`config.mk`:
```
export PLATFORM = sky130hd
export DESIGN_NAME = shape_top
export DESIGN_NICKNAME = d
export VERILOG_FILES = /design/src/hdl/reuleaux_pkg.sv /design/src/hdl/shape_top.sv /design/src/hdl/reuleaux.sv /design/src/hdl/circle_clip.sv /design/src/hdl/draw_regs.sv
export VERILOG_INCLUDE_DIRS = /design/src /design/src/hdl
export SDC_FILE = /design/constraint.sdc
export NUM_CORES = 1
export LEC_CHECK = 0
export BUFFER_PORTS_ARGS = -buffer_cell sky130_fd_sc_hd__buf_4
export CAP_MARGIN = 20
export CORE_MARGIN = 2
export CORE_UTILIZATION = 40
export CTS_CLUSTER_DIAMETER = 50
export DETAILED_ROUTE_END_ITERATION = 10
export GPL_TIMING_DRIVEN = 0
export PLACE_DENSITY = 0.54
export SLEW_MARGIN = 20
export SYNTH_ARGS = -nofsm -noshare
export SYNTH_HDL_FRONTEND = slang
export SYNTH_SLANG_ARGS = --single-unit
```
`constraint.sdc`:
```
create_clock -name clk -period 6.5 [get_ports clk]
set_input_delay 0.325 -clock clk [delete_from_list [all_inputs] [get_ports clk]]
set_output_delay 0.325 -clock clk [all_outputs]
set_load 0.02 [all_outputs]
```
`src/hdl/reuleaux_defines.svh`:
```
`ifndef REULEAUX_DEFINES_SVH
`define REULEAUX_DEFINES_SVH

// frame buffer geometry, fixed by the external memory
`define SCREEN_W 160
`define SCREEN_H 120

// 1/sqrt(3) in fixed point, 1182 / 2048 is about 0.5771
`define ROOT3_Q    1182
`define ROOT3_FRAC 11

`endif
```
`src/hdl/reuleaux_pkg.sv`:
```
package reuleaux_pkg;

  typedef logic [2:0] colour_t;          // 3-bit rgb
  typedef logic [7:0] xpos_t;            // 0..159
  typedef logic [6:0] ypos_t;            // 0..119
  typedef logic signed [9:0] coord_t;    // working coordinate, may leave the screen
  typedef logic [2:0] oct_t;             // octant index of the circle walker
  typedef logic [1:0] reg_addr_t;        // 0 colour, 1 centre_x, 2 centre_y, 3 diameter

  typedef struct packed {
    colour_t    colour;
    xpos_t      centre_x;
    ypos_t      centre_y;
    logic [7:0] diameter;
  } draw_cfg_t;

  // inclusive bounds
  typedef struct packed {
    coord_t min_x;
    coord_t max_x;
    coord_t min_y;
    coord_t max_y;
  } clip_win_t;

  typedef struct packed {
    xpos_t   x;
    ypos_t   y;
    colour_t colour;
  } pixel_t;

  typedef enum logic [2:0] {
    IDLE,
    LATCH,   // take a copy of the configuration
    CALC,    // vertices from centre, r, t and td
    ARC_A,
    ARC_B,
    ARC_C,
    DONE
  } eng_state_t;

endpackage

```
`src/hdl/shape_top.sv`:
```
`timescale 1ns/1ps

module shape_top (
  input  logic                    clk,
  input  logic                    rst_n,
  input  logic                    wr_en,
  input  reuleaux_pkg::reg_addr_t wr_addr,
  input  logic [7:0]              wr_data,
  input  reuleaux_pkg::reg_addr_t rd_addr,
  output logic [7:0]              rd_data,
  input  logic                    start,
  output logic                    done,
  output reuleaux_pkg::pixel_t    pix,
  output logic                    plot
);
  import reuleaux_pkg::*;

  draw_cfg_t cfg;   // live register contents

  draw_regs u_regs (
    .clk    (clk),
    .rst_n  (rst_n),
    .wr_en  (wr_en),
    .wr_addr(wr_addr),
    .wr_data(wr_data),
    .rd_addr(rd_addr),
    .rd_data(rd_data),
    .cfg    (cfg)
  );

  reuleaux u_engine (
    .clk  (clk),
    .rst_n(rst_n),
    .start(start),
    .cfg  (cfg),
    .done (done),
    .pix  (pix),
    .plot (plot)
  );

endmodule

```
`src/hdl/reuleaux.sv`:
```
`timescale 1ns/1ps
`include "reuleaux_defines.svh"

module reuleaux (
  input  logic                    clk,
  input  logic                    rst_n,
  input  logic                    start,
  input  reuleaux_pkg::draw_cfg_t cfg,
  output logic                    done,
  output reuleaux_pkg::pixel_t    pix,
  output logic                    plot
);
  import reuleaux_pkg::*;

  eng_state_t  state;
  draw_cfg_t   cfg_q;          // copy taken when leaving IDLE
  logic [6:0]  r;
  logic [18:0] t_prod;
  logic [18:0] td_prod;
  logic [7:0]  t_q;
  logic [7:0]  td_q;
  coord_t      cen_x;
  coord_t      cen_y;
  coord_t      r_c;
  coord_t      t_c;
  coord_t      td_c;
  coord_t      ax;             // vertices, each one an arc centre
  coord_t      ay;
  coord_t      bx;
  coord_t      by;
  coord_t      cx;
  coord_t      cy;
  coord_t      arc_cx;
  coord_t      arc_cy;
  clip_win_t   win;
  logic        arc_start;
  logic        arc_done;

  assign r = cfg_q.diameter[7:1];

  // offsets r/sqrt(3) and d/sqrt(3), half an lsb added before truncation
  assign t_prod  = 19'(r) * 19'(`ROOT3_Q) + 19'(1 << (`ROOT3_FRAC - 1));
  assign td_prod = 19'(cfg_q.diameter) * 19'(`ROOT3_Q) + 19'(1 << (`ROOT3_FRAC - 1));

  assign cen_x = {2'b00, cfg_q.centre_x};
  assign cen_y = {3'b000, cfg_q.centre_y};
  assign r_c   = {3'b000, r};
  assign t_c   = {2'b00, t_q};
  assign td_c  = {2'b00, td_q};

  always_ff @(posedge clk or negedge rst_n) begin
    if (!rst_n) begin
      state <= IDLE;
    end else if (!start) begin
      state <= IDLE;   // finished or abandoned
    end else begin
      case (state)
        IDLE:  state <= LATCH;
        LATCH: state <= CALC;
        CALC:  state <= ARC_A;
        ARC_A: begin
          if (arc_done) state <= ARC_B;
        end
        ARC_B: begin
          if (arc_done) state <= ARC_C;
        end
        ARC_C: begin
          if (arc_done) state <= DONE;
        end
        DONE:    state <= DONE;
        default: state <= IDLE;
      endcase
    end
  end

  // datapath, one stage per state
  always_ff @(posedge clk) begin
    if (state == IDLE && start) begin
      cfg_q <= cfg;
    end
    if (state == LATCH) begin
      t_q  <= t_prod[`ROOT3_FRAC +: 8];
      td_q <= td_prod[`ROOT3_FRAC +: 8];
    end
    if (state == CALC) begin
      ax <= cen_x + r_c;
      ay <= cen_y + t_c;
      bx <= cen_x - r_c;
      by <= cen_y + t_c;
      cx <= cen_x;
      cy <= cen_y - td_c;    // top vertex, may sit above the screen
    end
  end

  // centre and window for the arc being traced
  always_comb begin
    arc_cx    = cx;
    arc_cy    = cy;
    win.min_x = bx;
    win.max_x = ax;
    win.min_y = ay;
    win.max_y = coord_t'(`SCREEN_H - 1);
    case (state)
      ARC_A: begin
        arc_cx    = ax;
        arc_cy    = ay;
        win.min_x = bx;
        win.max_x = cx;
        win.min_y = cy;
        win.max_y = by;
      end
      ARC_B: begin
        arc_cx    = bx;
        arc_cy    = by;
        win.min_x = cx;
        win.max_x = ax;
        win.min_y = cy;
        win.max_y = ay;
      end
      default: begin
      end
    endcase
  end

  // low for one cycle once an arc reports done, which restarts the walker
  assign arc_start = (state == ARC_A || state == ARC_B || state == ARC_C) && !arc_done;
  assign done      = (state == DONE);

  circle_clip u_circle (
    .clk      (clk),
    .rst_n    (rst_n),
    .arc_start(arc_start),
    .centre_x (arc_cx),
    .centre_y (arc_cy),
    .radius   (cfg_q.diameter),
    .win      (win),
    .colour   (cfg_q.colour),
    .arc_done (arc_done),
    .pix      (pix),
    .plot     (plot)
  );

endmodule

```
`src/hdl/circle_clip.sv`:
```
`timescale 1ns/1ps
`include "reuleaux_defines.svh"

module circle_clip (
  input  logic                    clk,
  input  logic                    rst_n,
  input  logic                    arc_start,
  input  reuleaux_pkg::coord_t    centre_x,
  input  reuleaux_pkg::coord_t    centre_y,
  input  logic [7:0]              radius,
  input  reuleaux_pkg::clip_win_t win,
  input  reuleaux_pkg::colour_t   colour,
  output logic                    arc_done,
  output reuleaux_pkg::pixel_t    pix,
  output logic                    plot
);
  import reuleaux_pkg::*;

  coord_t             ox;        // step offsets, x shrinks and y grows
  coord_t             oy;
  coord_t             ox_n;
  coord_t             oy_n;
  coord_t             r_c;
  logic signed [11:0] crit;      // midpoint error term
  logic signed [11:0] crit_n;
  oct_t               oct;
  logic               finished;
  logic signed [11:0] a;
  logic signed [11:0] b;
  logic signed [11:0] px;        // candidate, wide enough for far off-screen points
  logic signed [11:0] py;
  logic               in_win;
  logic               on_scr;

  function automatic logic signed [11:0] wide(coord_t v);
    return {{2{v[9]}}, v};
  endfunction

  assign r_c      = {2'b00, radius};
  assign finished = (oy > ox);

  // next midpoint step
  always_comb begin
    oy_n   = oy + 10'sd1;
    ox_n   = ox;
    crit_n = crit + 2 * wide(oy_n) + 12'sd1;
    if (crit > 0) begin
      ox_n   = ox - 10'sd1;   // midpoint outside, step inwards
      crit_n = crit + 2 * (wide(oy_n) - wide(ox_n)) + 12'sd1;
    end
  end

  // octant order
  // 0 (+x,+y) 1 (+y,+x) 2 (-x,+y) 3 (-y,+x)
  // 4 (-x,-y) 5 (-y,-x) 6 (+x,-y) 7 (+y,-x)
  always_comb begin
    a  = oct[0] ? wide(oy) : wide(ox);
    b  = oct[0] ? wide(ox) : wide(oy);
    px = wide(centre_x) + ((oct[2] ^ oct[1]) ? -a : a);
    py = wide(centre_y) + (oct[2] ? -b : b);
  end

  assign in_win = (px >= wide(win.min_x)) && (px <= wide(win.max_x)) &&
                  (py >= wide(win.min_y)) && (py <= wide(win.max_y));
  assign on_scr = (px >= 0) && (px < `SCREEN_W) && (py >= 0) && (py < `SCREEN_H);

  // walker state, held at (radius, 0) while arc_start is low
  always_ff @(posedge clk or negedge rst_n) begin
    if (!rst_n) begin
      ox       <= '0;
      oy       <= '0;
      crit     <= '0;
      oct      <= '0;
      arc_done <= 1'b0;
    end else if (!arc_start) begin
      ox       <= r_c;
      oy       <= '0;
      crit     <= 12'sd1 - wide(r_c);
      oct      <= '0;
      arc_done <= 1'b0;
    end else if (finished) begin
      arc_done <= 1'b1;   // stays up until arc_start drops
    end else begin
      oct <= oct + 3'd1;
      if (oct == 3'd7) begin
        ox   <= ox_n;
        oy   <= oy_n;
        crit <= crit_n;
      end
    end
  end

  always_ff @(posedge clk or negedge rst_n) begin
    if (!rst_n) begin
      plot <= 1'b0;
    end else begin
      plot <= arc_start && !finished && in_win && on_scr;
    end
  end

  // point registered alongside its plot decision
  always_ff @(posedge clk) begin
    pix.x      <= px[7:0];
    pix.y      <= py[6:0];
    pix.colour <= colour;
  end

endmodule

```
`src/hdl/draw_regs.sv`:
```
`timescale 1ns/1ps

module draw_regs (
  input  logic                    clk,
  input  logic                    rst_n,
  input  logic                    wr_en,
  input  reuleaux_pkg::reg_addr_t wr_addr,
  input  logic [7:0]              wr_data,
  input  reuleaux_pkg::reg_addr_t rd_addr,
  output logic [7:0]              rd_data,
  output reuleaux_pkg::draw_cfg_t cfg
);
  import reuleaux_pkg::*;

  // host writes, one field per address
  always_ff @(posedge clk or negedge rst_n) begin
    if (!rst_n) begin
      cfg <= '0;
    end else if (wr_en) begin
      case (wr_addr)
        2'd0: begin
          cfg.colour <= colour_t'(wr_data);     // upper bits dropped
        end
        2'd1: begin
          cfg.centre_x <= xpos_t'(wr_data);
        end
        2'd2: begin
          cfg.centre_y <= ypos_t'(wr_data);     // 7 bits kept
        end
        default: begin
          cfg.diameter <= wr_data;
        end
      endcase
    end
  end

  // readback follows rd_addr in the same cycle
  always_comb begin
    case (rd_addr)
      2'd0: begin
        rd_data = 8'(cfg.colour);
      end
      2'd1: begin
        rd_data = 8'(cfg.centre_x);
      end
      2'd2: begin
        rd_data = 8'(cfg.centre_y);
      end
      default: begin
        rd_data = cfg.diameter;
      end
    endcase
  end

endmodule

```
==> run_results.csv <==
group,metric,value,unit
drt,wirelength,34300,µm
power_and_ir_drop,sw_frac_of_total,0.412,
layout,nets,1764,
clock_network,root_buffer,"clkbuf_16",
yosys,synth_top_area_cell,"ha_1",
clock_network,clk_latency,0.45,ns
power_and_ir_drop,switchingPower,2.32,mW
timing,rsz0062_at_grt,"no",
layout,areaGrowthSynthToFinish,11.1,%
floorplanning,coreArea,35300,µm²
worst_setup_path,required,6.84,ns
worst_setup_path,slowest_stage,"dfrtp_1",
yosys,ys_async_sr_fraction,0.391,
clock_network,clock_path_buffers,2,
yosys,synth_edf_count,85,
power_and_ir_drop,power_density,356,nW/µm²
worst_setup_path,crit_chain,"buf_6 > buf_2 > buf_1 > buf_1 > nand2_1 > o21a_1 > ha_1 > nand2_1 > o21ai_0 > ha_1 > a21o_1 > a21oi_1 > o21ai_1 > o41ai_2 > o211a_1 > a21oi_1 > xor2_1 > ha_1 > inv_1 > a221oi_1 > nand4b_1 > a311oi_1 > nand4b_1 > nor4b_2",
clock_network,path_clk_slew,0.08,ns
worst_setup_path,cpMostUsedCell,"ha_1",
worst_setup_path,end_kind,"flip-flop",
global_routing,antenna_found_initial,0,
min_path,hold_class,"in -> async",
timing,setup_viol,0,
power_and_ir_drop,pwr-share-clk,0.190,
timing,worst_slew_pin_slew,0.913,ns
status,status,"complete, no violations",
drt,dr.pass1.iters,5,
floorplanning,dieArea,37100,µm²
layout,antennaDiodeCount,0,
placed_design,gp_congestion,0.865,
yosys,ys_types,87,
timing,fmax,170,MHz
yosys,ys.flop_type,"edfxtp_1",
clock_network,ctsResizeCount,0,
placed_design,io_buffers,41,
clock_network,cts_tree,"done",
worst_setup_path,critical_path_class,"reg -> reg",
clock_network,cts_num_sinks,169,
worst_setup_path,crit_path_start_kind,"flip-flop",
drt,postRouteAntennaNets,0,
power_and_ir_drop,p_leak,7.08,nW
yosys,synth_top_area_frac,0.184,
timing,slew_viol_final,0,
clock_network,cts_hold_buf,0,
timing,period_minus_slack,5.90,ns
floorplanning,boundaryPins,44,
yosys,syn_inst,1444,
drt,vias,10300,
global_routing,grt-ovfl-total,0,
timing,hold_violations,0,
global_routing,track_usage,0.196,
floorplanning,start_util,0.403,
timing,setup_tns,0,ns
drt,drc,0,
power_and_ir_drop,cell_internal_pwr,3.31,mW
timing,fin_worst_skew,0.0155,ns
run,cap_violations,0,
global_routing,grt_pass1_vias,10300,
floorplanning,row_count,69,
layout,drive_gt1_frac,0.100,
drt,via_per_inst,5.20,
power_and_ir_drop,p_seq_frac,0.286,
global_routing,grt_max_degree,67,
placed_design,place_worst_setup_slack,0.658,ns
drt,wire_per_inst,17.3,µm
worst_setup_path,regToRegSetupSlack,0.60,ns
yosys,yosysWarnings,0,
drt,detailedRoute.firstIterationViolations,591,
clock_network,post-cts-setup-buffers,0,
timing,slew_headroom,0.392,
power_and_ir_drop,ir_drop,0.226,mV
floorplanning,die_w,193,µm
clock_network,cts_buffers,17,
yosys,synth_area,14200,µm²
timing,fin_crit_sh,0.907,
clock_network,h-tree-depth,4,
yosys,syn-num-nets,1696,
power_and_ir_drop,p_comb_frac,0.524,
yosys,ys_ff_latch,169,
worst_setup_path,cp.arrival,6.24,ns
timing,setup_ws,0.602,ns
worst_setup_path,worstPathMaxFanout,10,
placed_design,hpwlAfterDp,27600,µm
floorplanning,die_h,193,µm
global_routing,grt_pass1_wl,55800,µm
yosys,yosysSeqAreaShare,0.321,
yosys,syn_avg_cell_area,9.86,µm²
worst_setup_path,cpPeakStageDelay,0.51,ns
yosys,ys_top_cells_by_area,"ha_1 18%, edfxtp_1 18%, dfrtp_1 12%",
-- layout make-up --
type,instances,area [µm²]
repair buffers,49,358
clock inverters,12,143
inverters,113,424
multi-input cells,1123,9100
flip-flops and latches,169,4560
plain buffers,39,166
well taps,461,577
clock buffers,20,489
fillers,3321,19500
-- synthesized netlist by cell type (all sizes together), types with 5 or more instances --
| library cell | n |
|---|---|
| dfrtp | 66 |
| nor3b | 6 |
| and3 | 12 |
| edfxtp | 85 |
| xnor2 | 94 |
| o21a | 11 |
| nor2 | 100 |
| nand3b | 5 |
| o21bai | 11 |
| fa | 27 |
| o221ai | 6 |
| nand3 | 24 |
| dfxtp | 18 |
| or3 | 6 |
| a211oi | 15 |
| clkbuf | 28 |
| nand4 | 7 |
| a22oi | 6 |
| ha | 209 |
| buf | 11 |
| a21oi | 70 |
| nand2b | 19 |
| xor2 | 67 |
| a31oi | 9 |
| a21o | 30 |
| and2 | 6 |
| nand2 | 112 |
| mux2i | 45 |
| or2 | 8 |
| nor3 | 27 |
| inv | 113 |
| o21ai | 76 |
| nor2b | 23 |
| mux2 | 34 |
-- power groups by stage --
stage / registers [mW] / logic, mW / clock network (mW)
after global placement: 1.64 / 2.91 / 0
after floorplan: 1.63 / 2.16 / 0
after CTS: 1.61 / 2.98 / 1.10
after global routing: 1.64 / 3.37 / 1.13
final: 1.61 / 2.95 / 1.07
after detailed placement: 1.64 / 2.96 / 0
-- kinds of logic (layout without fill, tap and decap cells) --
| family | count (synthesis) | in the layout | share of synthesized area |
|---|---|---|---|
| multiplexers | 82 | 82 | 0.0640 |
| flip-flops | 169 | 169 | 0.321 |
| adder cells (fa/ha/maj) | 237 | 237 | 0.222 |
| XOR/XNOR | 161 | 161 | 0.101 |
| AO/OA/AOI/OAI | 275 | 275 | 0.125 |
| AND/OR/NAND/NOR | 368 | 368 | 0.126 |
| buffers and inverters | 152 | 233 | 0.0415 |
-- state kept, by name, summed over array words and instances, names as in the netlist, 7 cells and up --
name                    flops
u_engine.ax                 9
u_engine.u_circle.crit     12
u_engine.cen_x              8
u_engine.bx                 8
u_engine.u_circle.ox       10
u_engine.u_circle.oy       10
u_engine.td_q               8
u_engine.cfg_q             11
u_engine.ay                 9
u_engine.cx                 8
u_engine.t_q                8
u_engine.u_circle.pix      18
u_engine.cen_y              7
u_engine.cy                 9
u_regs.cfg                 26
-- per-layer routing --
metal | wire (µm) | GRT usage | part of all wire
met5 | 0 | 0 | 0
met1 | 17200 | 0.281 | 0.50
met3 | 1050 | 0.0269 | 0.031
met2 | 15500 | 0.309 | 0.45
met4 | 623 | 0.0499 | 0.018
-- worst paths after layout --
check | endpoint | startpoint | cells after the start
setup / recovery | u_engine.u_circle.plot | u_engine.u_circle.oct[0] | 24
hold / removal | u_engine.u_circle.crit[7] | rst_n | 1
setup reg to reg | u_engine.u_circle.plot | u_engine.u_circle.oct[0] | 24
hold reg to reg | u_engine.u_circle.pix[1] | u_engine.cfg_q[24] | 0
max in group asynchronous | u_engine.u_circle.plot | rst_n | 1
min in group clk | u_regs.cfg[22] | wr_data[7] | 2
-- cell usage in the layout, fill, tap and decap left out, types with 53 or more instances in the layout --
cell,netlist,final
dfrtp_1,66,66
edfxtp_1,85,85
inv_1,112,112
nand2_1,112,112
nor2_1,97,97
xor2_1,66,66
a21oi_1,69,69
o21ai_0,53,53
ha_1,209,209
xnor2_1,93,93
-- critical path, delay by kind of cell (launching register included) --
| family | cells | cell delay (ns) |
|---|---|---|
| AO/OA/AOI/OAI | 10 | 2.10 |
| XOR/XNOR | 1 | 0.16 |
| adder cells (fa/ha/maj) | 3 | 0.90 |
| buffers and inverters | 5 | 1.41 |
| flip-flops | 1 | 0.51 |
| AND/OR/NAND/NOR | 5 | 0.69 |
-- through the flow --
step,hold WS [ns],utilization,instances,cell area (µm²),power (mW)
2_1_floorplan,0.0294,-,1444,14200,3.78
3_3_place_gp,0.337,0.428,1946,15100,4.55
3_5_place_dp,0.340,0.430,1954,15200,4.59
4_1_cts,0.0476,0.448,1986,15800,5.70
5_1_grt,0.0780,0.448,1986,15800,6.14
6_report,0.0143,0.448,1986,15800,5.63
(Power assumes the default switching activity.)
